==> config.mk <==
export PLATFORM = sky130hd
export DESIGN_NAME = lfo_top
export DESIGN_NICKNAME = d
export VERILOG_FILES = /design/src/design/lfo_pkg.sv /design/src/design/lfo_apb_regs.sv /design/src/design/lfo_rate_gen.sv /design/src/design/lfo_noise_bit.sv /design/src/design/lfo_wave_gen.sv /design/src/design/lfo_out_stage.sv /design/src/design/lfo_top.sv
export SDC_FILE = /design/constraint.sdc
export NUM_CORES = 1
export LEC_CHECK = 0
export ABC_AREA = 1
export BUFFER_PORTS_ARGS = -buffer_cell sky130_fd_sc_hd__buf_2
export CAP_MARGIN = 15
export CELL_PAD_IN_SITES_DETAIL_PLACEMENT = 0
export CELL_PAD_IN_SITES_GLOBAL_PLACEMENT = 1
export CORE_MARGIN = 2
export CORE_UTILIZATION = 47
export CTS_BUF_LIST = sky130_fd_sc_hd__clkbuf_16
export CTS_CLUSTER_DIAMETER = 40
export DETAILED_ROUTE_END_ITERATION = 10
export GPL_ROUTABILITY_DRIVEN = 0
export PLACE_DENSITY = 0.8
export SYNTH_ARGS = -nofsm -noshare
export SYNTH_HDL_FRONTEND = slang
export SYNTH_HIERARCHICAL = 1
export SYNTH_SLANG_ARGS = --single-unit
==> constraint.sdc <==
create_clock -name clk -period 4.52 [get_ports clk]
set_clock_uncertainty 0.15 [all_clocks]
set_input_delay 0.904 -clock clk [delete_from_list [all_inputs] [get_ports clk]]
set_output_delay 0.904 -clock clk [all_outputs]
set_load 0.005 [all_outputs]
==> src/design/lfo_pkg.sv <==
/*
 * Shared types and register map for the LFO subsystem.
 * Imported by every LFO module that handles the configuration or output structs.
 */
package lfo_pkg;

    // waveform selection, encoding matches the wave register bits
    typedef enum logic [1:0] {
        wave_saw    = 2'd0,
        wave_square = 2'd1,
        wave_tri    = 2'd2,
        wave_noise  = 2'd3
    } lfo_wave_e;

    // triangle slope direction, one per channel
    typedef enum logic {
        dir_up   = 1'b0,
        dir_down = 1'b1
    } lfo_dir_e;

    // APB register offsets
    localparam logic [4:0] addr_freq = 5'h00;
    localparam logic [4:0] addr_amd  = 5'h04;
    localparam logic [4:0] addr_pmd  = 5'h08;
    localparam logic [4:0] addr_wave = 5'h0C;
    localparam logic [4:0] addr_ctrl = 5'h10; // bit 0 restarts the LFO

    // configuration as held by the register file, 24 bits
    typedef struct packed {
        logic [7:0] freq;  // octave in [7:4], fine rate in [3:0]
        logic [6:0] amd;   // amplitude-modulation depth
        logic [6:0] pmd;   // phase-modulation depth
        lfo_wave_e  wave;
    } lfo_cfg_t;

    // modulation values handed to the operator pipeline, 15 bits
    typedef struct packed {
        logic [6:0] am;    // unsigned
        logic [7:0] pm_u;  // sign in bit 7, inverted magnitude when negative
    } lfo_mod_t;

endpackage

==> src/design/lfo_apb_regs.sv <==
/*
 * APB slave for the LFO configuration registers.
 * Writes land in cfg at the end of the access cycle; a control write
 * with bit 0 set gives a single-cycle restart pulse one cycle later.
 */
`timescale 1ns/1ps

module lfo_apb_regs
    import lfo_pkg::*;
(
    input  logic        clk,
    input  logic        rst,
    input  logic        psel,
    input  logic        penable,
    input  logic        pwrite,
    input  logic [4:0]  paddr,
    input  logic [31:0] pwdata,
    output logic [31:0] prdata,
    output logic        pready,
    output logic        pslverr,
    output lfo_cfg_t    cfg,
    output logic        restart
);

    logic access;
    logic addr_hit;
    logic wr_en;

    assign access   = psel & penable;   // second cycle of a transfer
    assign addr_hit = paddr inside {addr_freq, addr_amd, addr_pmd, addr_wave, addr_ctrl};
    assign wr_en    = access & pwrite & addr_hit;

    assign pready  = 1'b1;              // zero wait states
    assign pslverr = access & ~addr_hit;

    always_ff @(posedge clk or posedge rst) begin
        if (rst) begin
            cfg     <= '0;
            restart <= 1'b0;
        end else begin
            restart <= wr_en && (paddr == addr_ctrl) && pwdata[0];
            if (wr_en) begin
                case (paddr)
                    addr_freq: cfg.freq <= pwdata[7:0];
                    addr_amd:  cfg.amd  <= pwdata[6:0];
                    addr_pmd:  cfg.pmd  <= pwdata[6:0];
                    addr_wave: cfg.wave <= lfo_wave_e'(pwdata[1:0]);
                    default:   ;                            // ctrl holds no state
                endcase
            end
        end
    end

    // read mux, fields zero-extended to the bus width
    always_comb begin
        case (paddr)
            addr_freq: prdata = {24'd0, cfg.freq};
            addr_amd:  prdata = {25'd0, cfg.amd};
            addr_pmd:  prdata = {25'd0, cfg.pmd};
            addr_wave: prdata = {30'd0, cfg.wave};
            default:   prdata = 32'd0;                      // ctrl reads as zero
        endcase
    end

endmodule

==> src/design/lfo_rate_gen.sv <==
/*
 * LFO rate generator. A base counter runs on the sample tick, the octave
 * nibble picks one of its bits, and each change of that bit is one LFO step.
 */
`timescale 1ns/1ps

module lfo_rate_gen
    import lfo_pkg::*;
#(
    parameter int base_lsb = 3
) (
    input  logic       clk,
    input  logic       rst,
    input  logic       restart,
    input  logic       sample_tick,
    input  lfo_cfg_t   cfg,
    output logic       step,
    output logic [7:0] cnt_lim
);

    localparam int cnt_w = base_lsb + 16;

    logic [cnt_w-1:0] base_cnt;
    logic [4:0]       freq_sel;
    logic             sel_base;
    logic             last_base;

    // triangle runs one octave up so that a full cycle keeps the same period
    assign freq_sel = {1'b0, cfg.freq[7:4]} + {4'd0, cfg.wave == wave_tri};

    // octave 16 taps base_lsb-1, octave 0 taps the counter msb
    assign sel_base = base_cnt[base_lsb + 15 - int'(freq_sel)];

    always_ff @(posedge clk or posedge rst) begin
        if (rst) begin
            base_cnt  <= '0;
            last_base <= 1'b0;
            step      <= 1'b0;
        end else if (restart) begin
            base_cnt  <= '0;
            last_base <= 1'b0;
            step      <= 1'b0;
        end else begin
            if (sample_tick)
                base_cnt <= base_cnt + 1'b1;
            last_base <= sel_base;
            step      <= sel_base != last_base; // both edges of the tap count
        end
    end

    // fine rate, shorter period for higher nibble
    always_comb begin
        case (cfg.freq[3:0])
            4'h0: cnt_lim = 8'd128;
            4'h1: cnt_lim = 8'd120;
            4'h2: cnt_lim = 8'd114;
            4'h3: cnt_lim = 8'd108;
            4'h4: cnt_lim = 8'd102;
            4'h5: cnt_lim = 8'd98;
            4'h6: cnt_lim = 8'd93;
            4'h7: cnt_lim = 8'd89;
            4'h8: cnt_lim = 8'd85;
            4'h9: cnt_lim = 8'd82;
            4'hA: cnt_lim = 8'd79;
            4'hB: cnt_lim = 8'd76;
            4'hC: cnt_lim = 8'd73;
            4'hD: cnt_lim = 8'd70;
            4'hE: cnt_lim = 8'd68;
            default: cnt_lim = 8'd66;
        endcase
    end

endmodule

==> src/design/lfo_noise_bit.sv <==
/*
 * One bit of LFO noise. A 17-bit Fibonacci shift register, x^17 + x^14 + 1,
 * loaded with its seed at reset and shifted once per LFO step.
 */
`timescale 1ns/1ps

module lfo_noise_bit #(
    parameter logic [16:0] noise_seed = 17'h1   // must be nonzero
) (
    input  logic clk,
    input  logic rst,
    input  logic step,
    output logic bit_out
);

    logic [16:0] lfsr;
    logic        fb;

    assign fb      = lfsr[16] ^ lfsr[13];   // maximal length taps
    assign bit_out = lfsr[16];

    always_ff @(posedge clk or posedge rst) begin
        if (rst)
            lfsr <= noise_seed;
        else if (step)
            lfsr <= {lfsr[15:0], fb};
    end

endmodule

==> src/design/lfo_wave_gen.sv <==
/*
 * LFO waveform generator. On each step it advances the selected shape for
 * both channels: sawtooth, square, triangle or depth-masked noise.
 * Slopes use error accumulators so the ramp spans the depth in one period.
 */
`timescale 1ns/1ps

module lfo_wave_gen
    import lfo_pkg::*;
(
    input  logic              clk,
    input  logic              rst,
    input  logic              restart,
    input  logic              step,
    input  lfo_cfg_t          cfg,
    input  logic [7:0]        cnt_lim,
    input  logic [6:0]        noise_am,
    input  logic [7:0]        noise_pm,
    output logic [6:0]        am_raw,
    output logic signed [7:0] pm
);

    logic [7:0]         sq_cnt;     // square half-period divider
    logic               sq_lvl;
    lfo_dir_e           am_dir;
    lfo_dir_e           pm_dir;
    logic signed [10:0] am_acc;
    logic signed [9:0]  pm_acc;
    logic signed [10:0] am_acc_mv;  // accumulator after a unit move
    logic signed [9:0]  pm_acc_mv;
    logic signed [7:0]  pmd_pos;
    logic signed [7:0]  pmd_neg;
    logic [6:0]         am_mask;
    logic [6:0]         pm_mask;
    logic [7:0]         pm_noise;

    // ones up to and including the highest set bit of the depth
    function automatic logic [6:0] depth_mask(input logic [6:0] depth);
        casez (depth)
            7'b1??????: return 7'b1111111;
            7'b01?????: return 7'b0111111;
            7'b001????: return 7'b0011111;
            7'b0001???: return 7'b0001111;
            7'b00001??: return 7'b0000111;
            7'b000001?: return 7'b0000011;
            7'b0000001: return 7'b0000001;
            default:    return 7'b0000000;
        endcase
    endfunction

    assign pmd_pos = $signed({1'b0, cfg.pmd});
    assign pmd_neg = -$signed({1'b0, cfg.pmd});

    // am spans 0..amd, pm spans twice as far, hence the doubled limit on am
    assign am_acc_mv = am_acc - $signed({2'b00, cnt_lim, 1'b0}) + $signed({4'b0000, cfg.amd});
    assign pm_acc_mv = pm_acc - $signed({2'b00, cnt_lim}) + $signed({3'b000, cfg.pmd});

    assign am_mask  = depth_mask(cfg.amd);
    assign pm_mask  = depth_mask(cfg.pmd);
    // unused upper bits copy the sign
    assign pm_noise = (pm_mask == 7'd0) ? 8'd0 :
                      {noise_pm[7], (noise_pm[6:0] & pm_mask) | ({7{noise_pm[7]}} & ~pm_mask)};

    always_ff @(posedge clk or posedge rst) begin
        if (rst) begin
            am_raw <= '0;
            pm     <= '0;
            sq_cnt <= '0;
            sq_lvl <= 1'b0;
            am_dir <= dir_up;
            pm_dir <= dir_up;
            am_acc <= '0;
            pm_acc <= '0;
        end else if (restart) begin
            am_raw <= '0;
            pm     <= '0;
            sq_cnt <= '0;
            sq_lvl <= 1'b0;
            am_dir <= dir_up;
            pm_dir <= dir_up;
            am_acc <= '0;
            pm_acc <= '0;
        end else if (step) begin
            case (cfg.wave)
                wave_saw: begin
                    if (am_acc > 0) begin
                        if (am_raw == cfg.amd) begin    // wrap to bottom
                            am_raw <= '0;
                            am_acc <= '0;
                        end else begin
                            am_raw <= am_raw + 7'd1;
                            am_acc <= am_acc_mv;
                        end
                    end else begin
                        am_acc <= am_acc + $signed({4'b0000, cfg.amd});
                    end
                    if (pm_acc > 0) begin
                        if (pm == pmd_pos) begin        // wrap to -pmd
                            pm     <= pmd_neg;
                            pm_acc <= '0;
                        end else begin
                            pm     <= pm + 8'sd1;
                            pm_acc <= pm_acc_mv;
                        end
                    end else begin
                        pm_acc <= pm_acc + $signed({3'b000, cfg.pmd});
                    end
                end
                wave_square: begin
                    if (sq_cnt == cnt_lim) begin
                        sq_cnt <= '0;
                        sq_lvl <= ~sq_lvl;
                        am_raw <= sq_lvl ? cfg.amd : 7'd0;
                        pm     <= sq_lvl ? pmd_pos : pmd_neg;
                    end else begin
                        sq_cnt <= sq_cnt + 8'd1;
                    end
                end
                wave_tri: begin
                    if (am_acc > 0) begin
                        if (am_raw == cfg.amd && am_dir == dir_up) begin
                            am_dir <= dir_down;
                            am_acc <= '0;
                        end else if (am_raw == 7'd0 && am_dir == dir_down) begin
                            am_dir <= dir_up;
                            am_acc <= '0;
                        end else begin
                            am_raw <= (am_dir == dir_up) ? am_raw + 7'd1 : am_raw - 7'd1;
                            am_acc <= am_acc_mv;
                        end
                    end else begin
                        am_acc <= am_acc + $signed({4'b0000, cfg.amd});
                    end
                    if (pm_acc > 0) begin
                        if (pm == pmd_pos && pm_dir == dir_up) begin
                            pm_dir <= dir_down;
                            pm_acc <= '0;
                        end else if (pm == pmd_neg && pm_dir == dir_down) begin
                            pm_dir <= dir_up;
                            pm_acc <= '0;
                        end else begin
                            pm     <= (pm_dir == dir_up) ? pm + 8'sd1 : pm - 8'sd1;
                            pm_acc <= pm_acc_mv;
                        end
                    end else begin
                        pm_acc <= pm_acc + $signed({3'b000, cfg.pmd});
                    end
                end
                default: begin                          // noise
                    am_raw <= noise_am & am_mask;
                    pm     <= pm_noise;
                end
            endcase
        end
    end

endmodule

==> src/design/lfo_out_stage.sv <==
/*
 * LFO output register. Captures am and the sign-magnitude form of pm on
 * each step edge and flags the new pair with a one-cycle mod_valid.
 */
`timescale 1ns/1ps

module lfo_out_stage
    import lfo_pkg::*;
(
    input  logic              clk,
    input  logic              rst,
    input  logic              step,
    input  logic [6:0]        am_raw,
    input  logic signed [7:0] pm,
    output lfo_mod_t          mod,
    output logic              mod_valid
);

    logic [7:0] pm_u;

    // negative values keep the sign and invert the low bits
    assign pm_u = pm[7] ? {1'b1, ~pm[6:0]} : $unsigned(pm);

    // sampled on the step edge, so mod shows the level held before that step
    always_ff @(posedge clk or posedge rst) begin
        if (rst) begin
            mod       <= '0;
            mod_valid <= 1'b0;
        end else begin
            mod_valid <= step;
            if (step) begin
                mod.am   <= am_raw;
                mod.pm_u <= pm_u;
            end
        end
    end

endmodule

==> src/design/lfo_top.sv <==
/*
 * LFO subsystem top level. APB configures rate, depths and waveform;
 * the AM and PM modulation values leave on mod, qualified by mod_valid.
 */
`timescale 1ns/1ps

module lfo_top
    import lfo_pkg::*;
#(
    parameter int base_lsb = 3
) (
    input  logic        clk,
    input  logic        rst,
    input  logic        psel,
    input  logic        penable,
    input  logic        pwrite,
    input  logic [4:0]  paddr,
    input  logic [31:0] pwdata,
    output logic [31:0] prdata,
    output logic        pready,
    output logic        pslverr,
    input  logic        sample_tick,
    output lfo_mod_t    mod,
    output logic        mod_valid
);

    lfo_cfg_t          cfg;
    logic              restart;
    logic              step;
    logic [7:0]        cnt_lim;
    logic [6:0]        noise_am;
    logic [7:0]        noise_pm;
    logic [6:0]        am_raw;
    logic signed [7:0] pm;

    lfo_apb_regs u_regs (
        .clk     (clk),
        .rst     (rst),
        .psel    (psel),
        .penable (penable),
        .pwrite  (pwrite),
        .paddr   (paddr),
        .pwdata  (pwdata),
        .prdata  (prdata),
        .pready  (pready),
        .pslverr (pslverr),
        .cfg     (cfg),
        .restart (restart)
    );

    lfo_rate_gen #(.base_lsb(base_lsb)) u_rate (
        .clk         (clk),
        .rst         (rst),
        .restart     (restart),
        .sample_tick (sample_tick),
        .cfg         (cfg),
        .step        (step),
        .cnt_lim     (cnt_lim)
    );

    // independent generators per bit, seeds kept apart and nonzero
    for (genvar i = 0; i < 7; i++) begin : g_am_noise
        lfo_noise_bit #(.noise_seed(17'(37 * i + 37))) u_noise_am (
            .clk     (clk),
            .rst     (rst),
            .step    (step),
            .bit_out (noise_am[i])
        );
    end

    for (genvar i = 0; i < 8; i++) begin : g_pm_noise
        lfo_noise_bit #(.noise_seed(17'(91 * i + 1091))) u_noise_pm (
            .clk     (clk),
            .rst     (rst),
            .step    (step),
            .bit_out (noise_pm[i])
        );
    end

    lfo_wave_gen u_wave (
        .clk      (clk),
        .rst      (rst),
        .restart  (restart),
        .step     (step),
        .cfg      (cfg),
        .cnt_lim  (cnt_lim),
        .noise_am (noise_am),
        .noise_pm (noise_pm),
        .am_raw   (am_raw),
        .pm       (pm)
    );

    lfo_out_stage u_out (
        .clk       (clk),
        .rst       (rst),
        .step      (step),
        .am_raw    (am_raw),
        .pm        (pm),
        .mod       (mod),
        .mod_valid (mod_valid)
    );

endmodule

==> flow_metrics.env <==
export IMPL_register_area_um2=9200
export IMPL_p_leak_nw=11.9
export IMPL_wl_per_cell_um=14.8
export IMPL_dp_hpwl_um=34100
export IMPL_worstPathRequired_ns=4.91
export IMPL_drt_first_pass_iters=5
export IMPL_setup_violations=0
export IMPL_synthToLayoutAreaGrowth_pct=11.0
export IMPL_worstMarginPinSlew_ns=1.03
export IMPL_io_pins=93
export IMPL_start_util=0.474
export IMPL_h_tree_depth=2
export IMPL_ctsHoldBuffers=0
export IMPL_worst_slack_ns=0.734
export IMPL_layout_nets=2754
export IMPL_cp_start_kind="flip-flop"
export IMPL_worstPathMaxFanout=7
export IMPL_die_w_um=215
export IMPL_drive_gt1_frac=0.184
export IMPL_dieArea_um2=46100
export IMPL_num_vias=16500
export IMPL_via_per_inst=5.02
export IMPL_post_cts_resized=0
export IMPL_yosysWarningCount=6
export IMPL_cts_reportedPaths_clkPinSlew_ns=0.06
export IMPL_grt_max_degree=198
export IMPL_ys_seq_elements=364
export IMPL_core_um2=44000
export IMPL_worstSetupEndpointType="flip-flop"
export IMPL_fmax_mhz=264
export IMPL_wl_um=48800
export IMPL_min_period_over_period=0.838
export IMPL_cp_arrival_ns=4.18
export IMPL_cts_tree="built"
export IMPL_clock_path_buffers=3
export IMPL_synth_ff_type="dfrtp_1"
export IMPL_clkLatencyLatePin_ns=0.62
export IMPL_r2r_slack_ns=0.73
export IMPL_outcome="finished clean"
export IMPL_irDropWorstVdd_mv=0.355
export IMPL_avgSynthCellArea_um2=8.03
export IMPL_cts_sinks=364
export IMPL_detail_route_antenna_nets=0
export IMPL_final_cell_mix="nand2_1, dfrtp_1, inv_1, nand2_2, o21ai_0"
export IMPL_drv_cap=0
export IMPL_pre_cts_slack_ns=0.778
export IMPL_fillers=4221
export IMPL_cts_root_buf="clkbuf_16"
export IMPL_fp_dieH_um=215
export IMPL_hold_viol=0
export IMPL_syn_cell_area_um2=20900
export IMPL_relSlewSlack=0.316
export IMPL_numPortBuffers=43
export IMPL_rsz0062_at_grt="no"
export IMPL_drv_slew=0
export IMPL_cts_buffers=61
export IMPL_grt_pass1_wl_um=81400
export IMPL_syn_inst=2601
export IMPL_grt_usage=0.214
export IMPL_hp_class="reg -> reg"
export IMPL_period_needed_ns=3.79
export IMPL_grt_pass1_vias=16000
export IMPL_fin_setup_tns_ns=0
export IMPL_synth_edf_count=0
export IMPL_async_reset_ff_frac=1.00
export IMPL_critPathKind="reg -> reg"
export IMPL_seq_area_frac_synth=0.440
export IMPL_powerDensity_nw_per_um2=570
export IMPL_final_common_cell="nand2_1"
export IMPL_antenna_found_initial=0
export IMPL_rows=77
export IMPL_grt_ovfl_total=0
export IMPL_remaining_drc_errors=0
export IMPL_post_cts_setup_buffers=0
export IMPL_drt_iter0_drc=999
export IMPL_multiInputGateArea_um2=9590
export IMPL_synth_cell_types=53
sequential cells by signal (all words and copies together) (netlist names):
name,flops
g_am_noise.u_noise_am/lfsr,119
u_rate/step,1
u_wave/am_acc,11
u_wave/sq_lvl,1
u_rate/base_cnt,19
u_wave/am_raw,7
u_out/mod,15
u_wave/am_dir,1
u_out/mod_valid,1
u_regs/restart,1
u_rate/last_base,1
u_regs/cfg,24
u_wave/sq_cnt,8
u_wave/pm_acc,10
g_pm_noise.u_noise_pm/lfsr,136
u_wave/pm,8
u_wave/pm_dir,1
power breakdown:
group | internal [mW] | total, mW | leakage [nW] | switching [mW]
sequential | 3.51 | 3.91 | 4.73 | 0.400
combinational | 1.46 | 4.48 | 6.14 | 3.02
clock | 3.07 | 4.82 | 1.04 | 1.75
synthesized netlist by cell type, types with 16 or more instances:
| library cell | number | area, µm² |
|---|---|---|
| o21ai_2 | 22 | 193 |
| dfstp_2 | 73 | 1920 |
| nand4_1 | 39 | 244 |
| fa_1 | 16 | 320 |
| nor2_1 | 77 | 289 |
| a21oi_1 | 82 | 410 |
| dfrtp_1 | 291 | 7280 |
| xor2_1 | 36 | 315 |
| xnor2_1 | 16 | 140 |
| inv_1 | 252 | 946 |
| ha_1 | 53 | 663 |
| buf_4 | 31 | 233 |
| buf_6 | 35 | 394 |
| nand2_1 | 910 | 3420 |
| buf_12 | 16 | 320 |
| nor3_1 | 30 | 150 |
| nand3_1 | 157 | 786 |
| nand2_2 | 168 | 1050 |
| o21ai_0 | 161 | 806 |
final cells by class:
type | count | share of cell area
Antenna cell | 1 | 0.000108
Clock buffer | 61 | 0.0659
Clock inverter | 54 | 0.0269
Inverter | 279 | 0.0484
Multi-Input combinational cell | 1874 | 0.414
Sequential cell | 364 | 0.397
Tap cell | 592 | 0.0320
Timing Repair Buffer | 62 | 0.0160
path summary, 6_finish.rpt:
kind	endpoint	depth (start not counted)	from
min reg2reg	g_pm_noise[0].u_noise_pm/lfsr[1]	2	g_pm_noise[0].u_noise_pm/lfsr[1]
max in group asynchronous	u_rate/step	3	rst
min	g_pm_noise[0].u_noise_pm/lfsr[1]	2	g_pm_noise[0].u_noise_pm/lfsr[1]
max	u_wave/pm_acc[5]	17	u_regs/cfg[16]
min in group asynchronous	u_out/mod[9]	2	rst
max reg2reg	u_wave/pm_acc[5]	17	u_regs/cfg[16]
per-layer routing:
| layer | vias up | GRT usage | wire [µm] |
|---|---|---|---|
| met5 | - | 0 | 0 |
| met2 | 366 | 0.329 | 21500 |
| met4 | 0 | 0.0752 | 1490 |
| met1 | 7764 | 0.301 | 23200 |
| met3 | 102 | 0.0443 | 2600 |
| li1 | 8263 | - | - |
cell families (layout without fill, tap and decap cells):
family | after synthesis | count (layout) | synth area share
buffers and inverters | 386 | 456 | 0.105
AOI/OAI and AO/OA | 293 | 293 | 0.0770
adders and majority gates | 69 | 69 | 0.0471
and+or+nand+nor | 1435 | 1435 | 0.309
xor gates and xnor gates | 52 | 52 | 0.0218
other | 2 | 26 | 0.000360
DFF | 364 | 364 | 0.440
through the flow:
stage / area [µm²] / power, mW / std cells / util / hold slack, ns
2_1_floorplan: 21000 / 7.90 / 2624 / - / 0.289
5_1_grt: 23200 / 14.1 / 3286 / 0.526 / 0.321
6_report: 23200 / 13.2 / 3287 / 0.526 / 0.309
3_5_place_dp: 21000 / 8.41 / 3171 / 0.478 / 0.303
3_3_place_gp: 21000 / 8.36 / 3171 / 0.478 / 0.295
4_1_cts: 23200 / 13.3 / 3286 / 0.526 / 0.312
critical path, stage by stage, from the launching register on:
cell and delay (ns):
dfrtp_1 0.50, inv_1 0.11, ha_1 0.32, o21ai_0 0.17
o21ai_0 0.35, fa_1 0.63, inv_1 0.05, ha_1 0.37
a21oi_1 0.22, nand2_1 0.12, nand3_1 0.08, nand2_1 0.09
xor2_1 0.15, a21oi_1 0.12, nand2_1 0.09, nand2_1 0.07
nand3_1 0.06, nand2_1 0.09
No activity file was read; power rests on OpenSTA's default activity.
